==> config.mk <==
export PLATFORM = sky130hd
export DESIGN_NAME = image_proc
export DESIGN_NICKNAME = d
export VERILOG_FILES = /design/src/source/image_proc_pkg.sv /design/src/source/command_decoder.sv /design/src/source/pixel_engine.sv /design/src/source/image_streamer.sv /design/src/source/image_proc.sv
export SDC_FILE = /design/constraint.sdc
export NUM_CORES = 1
export LEC_CHECK = 0
export ABC_AREA = 1
export BUFFER_PORTS_ARGS = -buffer_cell sky130_fd_sc_hd__buf_2
export CORE_ASPECT_RATIO = 1.2
export CORE_UTILIZATION = 29
export CTS_CLUSTER_DIAMETER = 60
export CTS_CLUSTER_SIZE = 10
export DETAILED_ROUTE_END_ITERATION = 7
export SLEW_MARGIN = 20
export SYNTH_ARGS = -nofsm -noshare
export SYNTH_HDL_FRONTEND = slang
export SYNTH_HIERARCHICAL = 1
export SYNTH_SLANG_ARGS = --single-unit
==> constraint.sdc <==
create_clock -name clk -period 10.22 [get_ports clk]
set_input_delay 2.044 -clock clk [delete_from_list [all_inputs] [get_ports clk]]
set_output_delay 2.044 -clock clk [all_outputs]
set_load 0.03 [all_outputs]
==> src/source/image_proc_pkg.sv <==
`default_nettype none

package image_proc_pkg;

   // command codes as they appear on comm_cmd
   typedef enum logic [7:0] {
      cmd_param           = 8'd0,
      cmd_send_img        = 8'd1,
      cmd_read_img        = 8'd2,
      cmd_get_status      = 8'd3,
      cmd_apply_add       = 8'd4,
      cmd_apply_threshold = 8'd5,
      cmd_switch_buffers  = 8'd6,
      cmd_apply_invert    = 8'd8,
      cmd_apply_mult      = 8'd12
   } cmd_e;

   typedef enum logic [1:0] {
      op_add,
      op_threshold,
      op_invert,
      op_mult
   } op_e;

   typedef logic [7:0] pixel_t;

   // lo is the pixel at the even byte address
   typedef struct packed {
      pixel_t hi;
      pixel_t lo;
   } mem_word_t;

   typedef struct packed {
      logic [31:0] addr;
      logic        wr_en;
      logic        rd_en;
      mem_word_t   data;
   } mem_req_t;

   typedef struct packed {
      op_e                op;
      logic signed [15:0] add_value;
      logic               clamp;
      pixel_t             threshold;
      pixel_t             replacement;
      logic               upper;
      logic [7:0]         mult_value;
   } op_cfg_t;

   // base is word aligned, count is in pixels
   typedef struct packed {
      logic [31:0] base;
      logic [15:0] count;
      logic [16:0] kind;
   } job_t;

   localparam pixel_t status_bytes [4] = '{8'h11, 8'h22, 8'h33, 8'h44};

endpackage

`default_nettype wire

==> src/source/command_decoder.sv <==
`timescale 1ns/10ps
`default_nettype none

module command_decoder #(
   parameter int mem_bytes = 131072,
   parameter int addr_w    = 32
) (
   input  logic                    clk,
   input  logic                    rst_n,
   input  logic [7:0]              comm_cmd,
   input  logic [7:0]              comm_data_in,
   input  logic                    comm_data_in_valid,
   input  logic                    xfer_busy,
   input  logic                    proc_busy,
   output logic                    xfer_start,
   output image_proc_pkg::job_t    xfer,
   output logic                    xfer_dir,
   output logic                    status_start,
   output logic                    proc_start,
   output image_proc_pkg::job_t    proc,
   output image_proc_pkg::op_cfg_t cfg
);
   import image_proc_pkg::*;

   typedef enum logic [2:0] {
      st_idle,
      st_param,
      st_add,
      st_thresh,
      st_mult,
      st_wait,
      st_xfer
   } state_e;

   state_e            state;
   logic [1:0]        cnt;
   logic [15:0]       width;
   logic [15:0]       height;
   logic [15:0]       area;
   logic [addr_w-1:0] input_addr;
   logic [addr_w-1:0] storage_addr;
   cmd_e              pend;
   cmd_e              go_cmd;
   op_cfg_t           cfg_q;
   logic              go;
   logic              fire;

   assign area = width * height;

   // a transfer starts straight from idle so the first image byte is not lost
   always_comb begin
      go = 1'b0;
      go_cmd = pend;
      if (state == st_wait) begin
         go = 1'b1;
      end else if (state == st_idle && comm_data_in_valid &&
                   (comm_cmd == cmd_send_img || comm_cmd == cmd_read_img)) begin
         go = 1'b1;
         go_cmd = cmd_e'(comm_cmd);
      end
      fire = go && !proc_busy && !xfer_busy;
   end

   assign xfer_start = fire && (go_cmd == cmd_send_img || go_cmd == cmd_read_img);
   assign xfer_dir = (go_cmd == cmd_read_img);
   assign proc_start = fire && state == st_wait &&
                       pend inside {cmd_apply_add, cmd_apply_threshold,
                                    cmd_apply_invert, cmd_apply_mult};
   assign status_start = state == st_idle && comm_data_in_valid &&
                         comm_cmd == cmd_get_status;

   assign xfer = '{base: 32'(input_addr), count: area, kind: '0};
   assign proc = '{base: 32'(storage_addr), count: area, kind: '0};
   assign cfg = cfg_q;

   always_ff @(posedge clk) begin
      if (!rst_n) begin
         state <= st_idle;
         cnt <= '0;
         width <= '0;
         height <= '0;
         input_addr <= '0;
         storage_addr <= addr_w'(mem_bytes / 2);
      end else begin
         case (state)
            st_idle: begin
               cnt <= '0;
               if (comm_data_in_valid) begin
                  pend <= cmd_e'(comm_cmd);
                  case (comm_cmd)
                     cmd_param: begin
                        state <= st_param;
                        input_addr <= '0;
                        storage_addr <= addr_w'(mem_bytes / 2);
                     end
                     cmd_send_img, cmd_read_img: begin
                        state <= xfer_start ? st_xfer : st_wait;
                     end
                     cmd_apply_add: begin
                        state <= st_add;
                        cfg_q.op <= op_add;
                     end
                     cmd_apply_threshold: begin
                        state <= st_thresh;
                        cfg_q.op <= op_threshold;
                     end
                     cmd_apply_mult: begin
                        state <= st_mult;
                        cfg_q.op <= op_mult;
                     end
                     cmd_apply_invert: begin
                        state <= st_wait;
                        cfg_q.op <= op_invert;
                     end
                     cmd_switch_buffers: begin
                        input_addr <= storage_addr;
                        storage_addr <= input_addr;
                     end
                     default: state <= st_idle;
                  endcase
               end
            end
            // width then height, low byte first
            st_param: begin
               if (comm_data_in_valid) begin
                  cnt <= cnt + 1'b1;
                  case (cnt)
                     2'd0: width[7:0] <= comm_data_in;
                     2'd1: width[15:8] <= comm_data_in;
                     2'd2: height[7:0] <= comm_data_in;
                     default: begin
                        height[15:8] <= comm_data_in;
                        state <= st_idle;
                     end
                  endcase
               end
            end
            st_add: begin
               if (comm_data_in_valid) begin
                  cnt <= cnt + 1'b1;
                  case (cnt)
                     2'd0: cfg_q.add_value[7:0] <= comm_data_in;
                     2'd1: cfg_q.add_value[15:8] <= comm_data_in;
                     default: begin
                        cfg_q.clamp <= comm_data_in[0];
                        state <= st_wait;
                     end
                  endcase
               end
            end
            st_thresh: begin
               if (comm_data_in_valid) begin
                  cnt <= cnt + 1'b1;
                  case (cnt)
                     2'd0: cfg_q.threshold <= comm_data_in;
                     2'd1: cfg_q.replacement <= comm_data_in;
                     default: begin
                        cfg_q.upper <= comm_data_in[0];
                        state <= st_wait;
                     end
                  endcase
               end
            end
            st_mult: begin
               if (comm_data_in_valid) begin
                  cnt <= cnt + 1'b1;
                  if (cnt == 2'd0) begin
                     cfg_q.mult_value <= comm_data_in;
                  end else begin
                     cfg_q.clamp <= comm_data_in[0];
                     state <= st_wait;
                  end
               end
            end
            // held here until both memory users are idle
            st_wait: begin
               if (fire) begin
                  state <= xfer_start ? st_xfer : st_idle;
               end
            end
            // image bytes belong to the streamer until it drops busy
            st_xfer: begin
               if (!xfer_busy) begin
                  state <= st_idle;
               end
            end
            default: state <= st_idle;
         endcase
      end
   end

   assert property (@(posedge clk) disable iff (!rst_n) !(xfer_start && proc_start));

endmodule

`default_nettype wire

==> src/source/pixel_engine.sv <==
`timescale 1ns/10ps
`default_nettype none

module pixel_engine (
   input  logic                      clk,
   input  logic                      rst_n,
   input  logic                      proc_start,
   input  image_proc_pkg::job_t      proc,
   input  image_proc_pkg::op_cfg_t   cfg,
   input  image_proc_pkg::mem_word_t data_read,
   input  logic                      data_read_valid,
   output image_proc_pkg::mem_req_t  eng_req,
   output logic                      proc_busy
);
   import image_proc_pkg::*;

   typedef enum logic [1:0] {
      e_idle,
      e_read,
      e_wait,
      e_write
   } state_e;

   state_e      state;
   logic [31:0] addr_q;
   logic [14:0] words_left;
   op_cfg_t     cfg_q;
   mem_word_t   result;

   function automatic pixel_t apply_op(input pixel_t p, input op_cfg_t c);
      logic signed [15:0] sum;
      logic [15:0]        prod;
      pixel_t             res;
      sum = $signed({8'h00, p}) + c.add_value;
      // mult_value carries 4 fractional bits
      prod = {8'h00, c.mult_value} * {8'h00, p};
      case (c.op)
         op_add: begin
            if (c.clamp && sum < 0) begin
               res = 8'h00;
            end else if (c.clamp && sum > 255) begin
               res = 8'hff;
            end else begin
               res = sum[7:0];
            end
         end
         op_threshold: begin
            if (c.upper ? (p >= c.threshold) : (p <= c.threshold)) begin
               res = c.replacement;
            end else begin
               res = p;
            end
         end
         op_invert: res = 8'hff - p;
         default: begin
            if (c.clamp && prod[15:12] != 4'h0) begin
               res = 8'hff;
            end else begin
               res = prod[11:4];
            end
         end
      endcase
      return res;
   endfunction

   // one word in flight: read, wait, write back to the same address
   always_ff @(posedge clk) begin
      if (!rst_n) begin
         state <= e_idle;
      end else begin
         case (state)
            e_idle: begin
               if (proc_start && proc.count[15:1] != '0) begin
                  state <= e_read;
               end
            end
            e_read: state <= e_wait;
            e_wait: begin
               if (data_read_valid) begin
                  state <= e_write;
               end
            end
            default: state <= (words_left == 15'd1) ? e_idle : e_read;
         endcase
      end
   end

   always_ff @(posedge clk) begin
      if (state == e_idle && proc_start) begin
         addr_q <= proc.base;
         words_left <= proc.count[15:1];
         cfg_q <= cfg;
      end
      if (state == e_wait && data_read_valid) begin
         result.lo <= apply_op(data_read.lo, cfg_q);
         result.hi <= apply_op(data_read.hi, cfg_q);
      end
      if (state == e_write) begin
         addr_q <= addr_q + 32'd2;
         words_left <= words_left - 1'b1;
      end
   end

   always_comb begin
      eng_req = '0;
      eng_req.addr = addr_q;
      eng_req.data = result;
      eng_req.rd_en = (state == e_read);
      eng_req.wr_en = (state == e_write);
   end

   assign proc_busy = (state != e_idle);

   // a new job only arrives while the engine is idle
   assert property (@(posedge clk) disable iff (!rst_n) proc_start |-> state == e_idle);

endmodule

`default_nettype wire

==> src/source/image_streamer.sv <==
`timescale 1ns/10ps
`default_nettype none

module image_streamer (
   input  logic                      clk,
   input  logic                      rst_n,
   input  logic                      xfer_start,
   input  image_proc_pkg::job_t      xfer,
   input  logic                      xfer_dir,
   input  logic                      status_start,
   input  logic [7:0]                comm_data_in,
   input  logic                      comm_data_in_valid,
   input  logic                      comm_data_out_free,
   input  image_proc_pkg::mem_req_t  eng_req,
   input  logic                      proc_busy,
   input  image_proc_pkg::mem_word_t data_read,
   input  logic                      data_read_valid,
   output image_proc_pkg::mem_req_t  mem,
   output image_proc_pkg::pixel_t    comm_data_out,
   output logic                      comm_data_out_valid,
   output logic                      xfer_busy
);
   import image_proc_pkg::*;

   typedef enum logic [2:0] {
      s_idle,
      s_write,
      s_rd_req,
      s_rd_wait,
      s_rd_lo,
      s_rd_hi,
      s_status
   } state_e;

   state_e      state;
   logic [31:0] addr_q;
   logic [15:0] left;
   logic        hi_next;
   logic [1:0]  st_cnt;
   pixel_t      lo_q;
   mem_word_t   word_q;
   mem_req_t    own_req;
   logic        own_active;
   logic        out_now;
   pixel_t      out_byte;

   // the engine owns the port whenever no image transfer runs
   always_comb begin
      own_req = '0;
      own_req.addr = addr_q;
      own_req.data = '{hi: comm_data_in, lo: lo_q};
      own_req.wr_en = (state == s_write) && comm_data_in_valid && hi_next;
      own_req.rd_en = (state == s_rd_req);
      own_active = state inside {s_write, s_rd_req, s_rd_wait, s_rd_lo, s_rd_hi};
      mem = own_active ? own_req : eng_req;
   end

   always_comb begin
      out_now = comm_data_out_free && state inside {s_rd_lo, s_rd_hi, s_status};
      case (state)
         s_rd_lo: out_byte = word_q.lo;
         s_rd_hi: out_byte = word_q.hi;
         default: begin
            out_byte = status_bytes[st_cnt];
            // first status byte reports the engine
            if (st_cnt == 2'd0) begin
               out_byte[0] = proc_busy;
            end
         end
      endcase
   end

   always_ff @(posedge clk) begin
      if (!rst_n) begin
         state <= s_idle;
         comm_data_out_valid <= 1'b0;
         hi_next <= 1'b0;
         st_cnt <= '0;
      end else begin
         comm_data_out_valid <= out_now;
         case (state)
            s_idle: begin
               hi_next <= 1'b0;
               st_cnt <= '0;
               if (xfer_start && xfer.count != '0) begin
                  state <= xfer_dir ? s_rd_req : s_write;
               end else if (status_start) begin
                  state <= s_status;
               end
            end
            s_write: begin
               if (comm_data_in_valid) begin
                  hi_next <= !hi_next;
                  if (left == 16'd1) begin
                     state <= s_idle;
                  end
               end
            end
            s_rd_req: state <= s_rd_wait;
            s_rd_wait: begin
               if (data_read_valid) begin
                  state <= s_rd_lo;
               end
            end
            s_rd_lo: begin
               if (comm_data_out_free) begin
                  state <= s_rd_hi;
               end
            end
            s_rd_hi: begin
               if (comm_data_out_free) begin
                  state <= (left <= 16'd2) ? s_idle : s_rd_req;
               end
            end
            default: begin
               if (comm_data_out_free) begin
                  st_cnt <= st_cnt + 1'b1;
                  if (st_cnt == 2'd3) begin
                     state <= s_idle;
                  end
               end
            end
         endcase
      end
   end

   always_ff @(posedge clk) begin
      if (out_now) begin
         comm_data_out <= out_byte;
      end
      if (state == s_idle) begin
         addr_q <= xfer.base;
         left <= xfer.count;
      end
      // even byte waits in lo_q, odd byte completes the word write
      if (state == s_write && comm_data_in_valid) begin
         left <= left - 1'b1;
         if (hi_next) begin
            addr_q <= addr_q + 32'd2;
         end else begin
            lo_q <= comm_data_in;
         end
      end
      if (state == s_rd_wait && data_read_valid) begin
         word_q <= data_read;
      end
      if (state == s_rd_hi && comm_data_out_free) begin
         addr_q <= addr_q + 32'd2;
         left <= left - 16'd2;
      end
   end

   assign xfer_busy = (state != s_idle);

   // engine traffic never shows up while a transfer holds the port
   assert property (@(posedge clk) disable iff (!rst_n)
      own_active |-> !(eng_req.wr_en || eng_req.rd_en));

endmodule

`default_nettype wire

==> src/source/image_proc.sv <==
`timescale 1ns/10ps
`default_nettype none

module image_proc #(
   parameter int mem_bytes = 131072,
   parameter int addr_w    = 32
) (
   input  logic                     clk,
   input  logic                     rst_n,
   input  logic [7:0]               comm_cmd,
   input  logic [7:0]               comm_data_in,
   input  logic                     comm_data_in_valid,
   output image_proc_pkg::pixel_t   comm_data_out,
   output logic                     comm_data_out_valid,
   input  logic                     comm_data_out_free,
   output image_proc_pkg::mem_req_t mem,
   input  image_proc_pkg::mem_word_t data_read,
   input  logic                     data_read_valid
);
   import image_proc_pkg::*;

   logic     xfer_start;
   job_t     xfer;
   logic     xfer_dir;
   logic     xfer_busy;
   logic     status_start;
   logic     proc_start;
   job_t     proc;
   op_cfg_t  cfg;
   logic     proc_busy;
   mem_req_t eng_req;

   command_decoder #(
      .mem_bytes (mem_bytes),
      .addr_w    (addr_w)
   ) u_decoder (
      .clk                (clk),
      .rst_n              (rst_n),
      .comm_cmd           (comm_cmd),
      .comm_data_in       (comm_data_in),
      .comm_data_in_valid (comm_data_in_valid),
      .xfer_busy          (xfer_busy),
      .proc_busy          (proc_busy),
      .xfer_start         (xfer_start),
      .xfer               (xfer),
      .xfer_dir           (xfer_dir),
      .status_start       (status_start),
      .proc_start         (proc_start),
      .proc               (proc),
      .cfg                (cfg)
   );

   pixel_engine u_engine (
      .clk             (clk),
      .rst_n           (rst_n),
      .proc_start      (proc_start),
      .proc            (proc),
      .cfg             (cfg),
      .data_read       (data_read),
      .data_read_valid (data_read_valid),
      .eng_req         (eng_req),
      .proc_busy       (proc_busy)
   );

   image_streamer u_streamer (
      .clk                 (clk),
      .rst_n               (rst_n),
      .xfer_start          (xfer_start),
      .xfer                (xfer),
      .xfer_dir            (xfer_dir),
      .status_start        (status_start),
      .comm_data_in        (comm_data_in),
      .comm_data_in_valid  (comm_data_in_valid),
      .comm_data_out_free  (comm_data_out_free),
      .eng_req             (eng_req),
      .proc_busy           (proc_busy),
      .data_read           (data_read),
      .data_read_valid     (data_read_valid),
      .mem                 (mem),
      .comm_data_out       (comm_data_out),
      .comm_data_out_valid (comm_data_out_valid),
      .xfer_busy           (xfer_busy)
   );

endmodule

`default_nettype wire

# ---- After elaboration in Yosys (flattened, before gate mapping)
# Cells that the tools add are included.
dict set report word_totals {
  output_inout_bits 59
  word_cells 282
  regBits 349
  in_bits 37
}
dict set report op_classes {
  n_eq_ne 57
  magnitude_cmp 10
  add_sub_neg 11
  bitwise_logic 5
  multipliers 3
  n_mux 76
  n_reduce_logical 81
}
# op n
set op_table {}
lappend op_table {{32-bit 2-to-1 mux} 6}
lappend op_table {{32-bit one-hot mux with 2 select lines} 2}
lappend op_table {{8-bit 2-to-1 mux} 12}
lappend op_table {{32-bit by 2-bit adder with 32-bit output (second input constant)} 2}
lappend op_table {{3-bit 2-to-1 mux} 19}
lappend op_table {{50-bit 2-to-1 mux} 1}
lappend op_table {{16-bit 2-to-1 mux} 3}
lappend op_table {{8-bit one-hot mux with 3 select lines} 2}
lappend op_table {{8-bit by 3-bit == test with 1-bit output (second input constant)} 5}
lappend op_table {{3-bit one-hot mux with 6 select lines} 2}
lappend op_table {{9-bit by 16-bit adder with 16-bit output} 2}
lappend op_table {{8-bit by 4-bit == test with 1-bit output (second input constant)} 4}
lappend op_table {{16-bit by 9-bit > comparator with 1-bit output (second input constant)} 2}
lappend op_table {{16-bit by 1-bit < comparator with 1-bit output (second input constant)} 2}
lappend op_table {{8-bit by 8-bit multiplier with 16-bit output} 2}
lappend op_table {{2-bit != test (second input constant)} 16}
lappend op_table {{15-bit 2-to-1 mux} 2}
lappend op_table {{4-bit AND reduction} 7}
lappend op_table {{8-bit by 2-bit == test with 1-bit output (second input constant)} 3}
lappend op_table {{1-bit logical AND} 23}
lappend op_table {{3-bit one-hot mux with 7 select lines} 1}
lappend op_table {{3-bit == test (second input constant)} 6}
lappend op_table {{3-bit AND reduction} 6}
lappend op_table {{8-bit binary-select mux with 2-bit select} 1}
lappend op_table {{other kinds (48)} 112}

# ---- Longest topological paths before layout
# Gate-level depths: netlist of run 1.
dict set report depth {
  word_depth 12
  mapped_depth 36
  depth_no_buf 33
}

# ---- Hierarchy
# Netlist of run 1, hierarchy kept.
# module seq_area_each_um2 instances cells_each area_each_um2
set modules_own_cells {}
lappend modules_own_cells {pixel_engine 3253.1 1 1631 11946.5}
lappend modules_own_cells {command_decoder 3583.4 1 1256 10361.2}
lappend modules_own_cells {image_streamer 2232.1 1 833 5766.8}

# ---- Least setup slack after synthesis of run 1
# OpenSTA, ideal clock, no wires.
dict set report synth_path {
  kind {input -> register}
  from {input port data_read[2] (netlist bit)}
  to {register u_engine.result, in the netlist u_engine/eng_req[0] (data pin)}
  t_arrival_ps 5767
  path_buffers 1
  required_ps 9961
  setup_time_ps 259
  setup_slack_ps 4195
  stages 23
  cell_sequence {clkbuf_1 > nand2_1 > fa_1 > fa_1 > inv_1 > fa_1 > inv_1 > fa_1 > inv_1 > ha_1 > nand2_1 > o21ai_0 > nand2_1 > nand3_1 > nand2_1 > nand2_1 > nand2_1 > inv_1 > nand2_1 > nand2_2 > nand2_1 > nand2_1 > nand3_1}
}
dict set report synth_via {
  elab_chain_len 6
  elab_cells_between_ends 16
  cone_classes {add/sub (1); mul (1); order compare (4); mux (6); reduce/logical (4)}
}
# item line_no
set synth_lines {}
lappend synth_lines {{start: declaration} image_proc.sv:17} ;# input image_proc_pkg::mem_word_t data_read,
lappend synth_lines {{9-bit by 16-bit adder with 16-bit output} pixel_engine.sv:34} ;# sum = $signed({8'h00, p}) + c.add_value;
lappend synth_lines {{16-bit by 9-bit > comparator with 1-bit output} pixel_engine.sv:41} ;# end else if (c.clamp && sum > 255) begin
lappend synth_lines {{1-bit logical AND} pixel_engine.sv:41}
lappend synth_lines {{8-bit 2-to-1 mux} pixel_engine.sv:41}
lappend synth_lines {{8-bit 2-to-1 mux} pixel_engine.sv:39} ;# if (c.clamp && sum < 0) begin
lappend synth_lines {{8-bit one-hot mux with 3 select lines *} pixel_engine.sv:37} ;# case (c.op)
lappend synth_lines {{end: declaration} pixel_engine.sv:28} ;# mem_word_t result;
# Every way passes the cells marked *; elsewhere a longest branch is shown, timed or not.
# A chain may end at the register's enable or synchronous reset.

==> impl_metrics.tcl, run 1 <==
set metrics [dict create \
    antenna_found_initial 10 \
    worst_pin_slew_ps 1060 \
    p_per_area_mw_per_mm2 161 \
    htreeDepth 2 \
    path_max_fanout 17 \
    clk_path_buf_depth 3 \
    row_count 124 \
    postCtsHoldBufs 0 \
    fillers 10104 \
    vias 23060 \
    met3_usage 0.0241 \
    ff2ff_setup_slack_ps 3670 \
    die_area_sq_mm 0.0972 \
    dpl.hpwl_mm 59.0 \
    grt_start_max_net_pins 69 \
    ir_worst_vdd_mv 0.195 \
    outcome "completed" \
    finalWeightedCongestion 0.888 \
    layout.nets 4062 \
    grtUsageMet1 0.198 \
    yosysWarnings 6 \
    dp_cells 4918 \
    grt_pass1_wl_mm 124 \
    skew_ps 38.4 \
    p_leak_nw 14.7 \
    end_kind "flop" \
    min_period_ps 6550 \
    grt_util_met2 0.289 \
    clock-root-buffer "clkbuf_16" \
    synth_area_sq_mm 0.0278 \
    numCtsBuffers 44 \
    routed_via_density 4.61 \
    dieWidth_microns 285 \
    cts.sinks 349 \
    top_usage_layer "met2" \
    first_pass_iters 6 \
    die_h_microns 341 \
    synth_cells 3685 \
    syn_area_per_cell_sq_um 7.55 \
    start_util 0.292 \
    overflow 0 \
    setup-tns-final_ps 0 \
    hold_violations 0 \
    area_growth_pct 10.3 \
    fin_cells 5001 \
    grt_pass1_vias 22698 \
    drtIter0Drc 1438 \
    cts_tree "built" \
    clock.fmax_mhz 153 \
    track_usage 0.162 \
    setup_viol 0 \
    syn_nets 4043 \
    drive_above_1_share 0.0727 \
    min_period_over_period 0.641 \
    arrival_ps 7080 \
    crit_required_ps 10750 \
    wire_per_inst_microns 15.8 \
    final_antenna_net_count 0 \
    rsz0062_at_grt "no" \
    core_area_sq_mm 0.0951 \
    maxSlewViolCount 0 \
    num_io_pins 96 \
    hold_class "flop to flop" \
    drc 0 \
    max_slew_margin 0.286 \
    drv_cap 0 \
    path_class "flop to flop" \
    clk_latency_ps 620 \
    clkTransAtPathRegs_ps 60 \
    drt_wl_total_mm 78.8 \
    post_cts_buffers 0 \
    crit_path_start_kind "flop" \
    cts-resized-gates 0 \
    p_total_mw 4.93 \
    numPortBuffers 95 \
]
state kept, by name (all words and copies together) (netlist names), 15 cells and up:
signal and flops:
u_engine/eng_req 16, u_streamer/word_q 16, u_engine/addr_q 32, u_decoder/input_addr 32
u_streamer/addr_q 32, u_decoder/width 16, u_streamer/left 16, u_decoder/height 16
u_decoder/storage_addr 32, u_decoder/cfg 44, u_engine/cfg_q 44, u_engine/words_left 15
power breakdown:
group | switching [mW] | total [mW] | internal (mW)
Sequential | 0.0799 | 1.69 | 1.61
Combinational | 1.24 | 1.70 | 0.458
Clock | 0.644 | 1.53 | 0.890
Total | 1.97 | 4.93 | 2.96
cells in the final DEF, fill, tap and decap left out, drive strengths merged, types with 76 or more instances in the layout:
cell / count
nand2: 1153
xor2: 76
fa: 154
dfxtp: 141
a21oi: 144
o21ai: 190
nor2: 299
buf: 109
nand3: 149
inv: 668
edfxtp: 208
ha: 167
worst max-delay path, stage by stage (launching register included):
cell,delay (ps)
dfxtp_1,810
nand2_1,180
fa_1,450
inv_1,90
fa_1,420
ha_1,230
fa_1,530
inv_1,50
fa_1,470
fa_1,540
inv_1,40
ha_1,360
nand2_1,90
o21ai_0,170
a21oi_1,90
o21ai_0,290
nand2_1,80
nand2_1,80
a21oi_1,70
xnor2_1,580
nor3_1,140
nand3_1,100
o21ai_0,80
nand2_1,80
o21ai_0,130
inv_1,100
o21ai_0,80
a31oi_1,150
final cells by class:
type	count	area, sq um	area share
antenna	1	2.50	0.0000815
clock buffer	72	1240	0.0403
clock inverter	10	169	0.00550
inverter	666	2500	0.0815
multi-input combinational	2534	15600	0.507
sequential	349	9070	0.295
tap	1260	1580	0.0514
timing repair buffer	109	581	0.0189
routing by layer:
layer  part of all wire  vias up  wire length, microns
met5            0.00057        -                    45
met4              0.030        8                  2360
met3              0.054      120                  4260
met2               0.49      576                 38700
met1               0.42    10860                 33400
li1                   -    11496                     -
per-stage QoR:
step                      instance area, sq um  worst slack [ps]  hold WS [ps]  utilization
after floorplan                          27800              4190           400            -
after global placement                   29300              3680           400        0.308
after detailed placement                 29300              3640           405        0.308
after CTS                                30700              3710           394        0.323
after global routing                     30700              3130           393        0.323
final                                    30700              3670           384        0.323
path summary, 6_finish.rpt:
check,end,from,depth (start not counted)
max reg2reg,u_engine/state[0],u_decoder/width[0],27
max,u_engine/state[0],u_decoder/width[0],27
min reg2reg,u_engine/cfg_q[19],u_decoder/cfg[19],0
min,u_engine/cfg_q[19],u_decoder/cfg[19],0
Note: power is estimated with default switching activity, not from simulation.
==> run 2: changes to the inputs <==
Clock period 10.22 ns to 6 ns, I/O delays scaled along.
==> run 2 against run 1 <==
  * Clock skew is 11 ps lower
  * Highest routed layer unchanged
  * Via count about the same
  * Maximum frequency is 14% higher
  * Largest power group is now sequential cells
  * Power rose by 67%
  * Worst hold slack improved by 28 ps
  * Global-route usage shrank 0.38 points
  * Die area is the same
  * Combinational power is 69% higher
  * Clock power grew 62%
==> impl_metrics.tcl, run 2 (same netlist as run 1, synthesis figures left out) <==
set metrics [dict create \
    outcome "completed" \
    core_area_sq_mm 0.0951 \
    min_period_over_period 0.958 \
    drv_cap 0 \
    clkTransAtPathRegs_ps 60 \
    postCtsHoldBufs 0 \
    row_count 124 \
    clock.fmax_mhz 174 \
    htreeDepth 2 \
    slowest_stage "fa_1" \
    drtIter0Drc 1506 \
    path_class "flop to flop" \
    finalWeightedCongestion 0.924 \
    routed_via_density 4.57 \
    dpl.hpwl_mm 58.5 \
    overflow 0 \
    drc 0 \
    setup_slack_ps 253 \
    layout_commonest_cell "nand2_1" \
    reg2reg_from "u_decoder/height[4]" \
    p_per_area_mw_per_mm2 264 \
    whs_ps 411 \
    cts.sinks 349 \
    path_max_fanout 7 \
    arrival_ps 6250 \
    min_period_ps 5750 \
    worstHoldStart "u_decoder/cfg[18]" \
    ir_worst_vdd_mv 0.227 \
    area_growth_pct 12.1 \
    skew_ps 27.2 \
    max_slew_margin 0.249 \
    maxSlewViolCount 0 \
    hold_class "flop to flop" \
    critPathMaxStageDelay_ps 540 \
    clock-root-buffer "clkbuf_16" \
    setup-tns-final_ps 0 \
    vias 23080 \
    numPortBuffers 95 \
    track_usage 0.158 \
    numCtsBuffers 44 \
    grt_pass1_vias 22523 \
    fin_cells 5051 \
    clk_path_buf_depth 3 \
    end_kind "flop" \
    grt_start_max_net_pins 82 \
    die_h_microns 341 \
    die_area_sq_mm 0.0972 \
    num_io_pins 96 \
    clk_latency_ps 580 \
    setup_viol 0 \
    p_leak_nw 14.9 \
    r2r_cells 29 \
    crit_path_start_kind "flop" \
    layout_common_cells "nand2_1 (1,129), inv_1 (640), nor2_1 (267), edfxtp_1 (208), ha_1 (160)" \
    drive_above_1_share 0.0950 \
    final_antenna_net_count 0 \
    cts_tree "built" \
    dieWidth_microns 285 \
    first_pass_iters 5 \
    worst_pin_slew_ps 1120 \
    critPathLaunch "u_decoder/height[4]" \
    antenna_found_initial 10 \
    crit_required_ps 6500 \
    dp_cells 4963 \
    layout.nets 4115 \
    grt_pass1_wl_mm 122 \
    wire_per_inst_microns 15.4 \
    hold_violations 0 \
    hold_depth 0 \
    start_util 0.292 \
    place_ws_ps -73.5 \
    drt_wl_total_mm 77.6 \
    fillers 10126 \
]
-- run 2: cell types whose count changed in the layout (fill, tap and decap cells not counted), sizes merged --
cell	delta
buf	+53
bufinv	-1
clkbuf	-3
clkinvlp	+2
inv	-1
-- run 2: power by group --
part	internal [mW]	leakage (nW)	switching (mW)
sequential	2.74	3.08	0.136
clock	1.45	0.626	1.04
combinational	0.790	11.2	2.09
total	4.98	14.9	3.26
-- run 2: stage by stage --
step                       util  total power, mW  area [sq um]
after detailed placement  0.311             5.80         29600
after CTS                 0.326             8.32         31000
after global routing      0.328             8.73         31200
final                     0.328             8.24         31200
after global placement    0.311             5.78         29600
after floorplan               -             4.92         27800
-- run 2: critical path, delay by kind of cell, from the launching register on --
kind / cells / cell delay [ps]
fa+ha+maj: 7 / 2990
compound gates: 6 / 860
simple gates: 9 / 760
buf+inv: 6 / 510
xor+xnor: 1 / 180
flops: 1 / 360
-- run 2: final timing paths --
path	to	slack, ps
setup reg to reg	u_streamer/state[0]	250
hold reg to reg	u_engine/cfg_q[18]	410
hold / removal	u_engine/cfg_q[18]	410
setup / recovery	u_streamer/state[0]	250
-- run 2: layer usage --
metal,GRT usage,share of wire,vias to the layer above
li1,-,-,11601
met1,0.195,0.43,10827
met2,0.285,0.50,517
met3,0.0193,0.046,127
met4,0.0492,0.027,8
met5,0,0.00059,-
-- run 2: what timing repair did --
item / CTS / global route
resized for setup: 7 / 47
pin swaps: 0 / 24
endpoints found under the hold margin: 0 / 0
endpoints found under the setup margin: 4 / 5
buffers inserted: 1 / 7
-- run 2: final cells by class --
| class | instances | area [sq um] | share of cell area |
|---|---|---|---|
| clock buffer | 69 | 1230 | 0.0393 |
| sequential | 349 | 9110 | 0.292 |
| tap | 1260 | 1580 | 0.0505 |
| clock inverter | 10 | 98.8 | 0.00317 |
| multi-input combinational | 2534 | 15700 | 0.503 |
| timing repair buffer | 162 | 978 | 0.0314 |
| inverter | 666 | 2500 | 0.0802 |
| antenna | 1 | 2.50 | 0.0000802 |
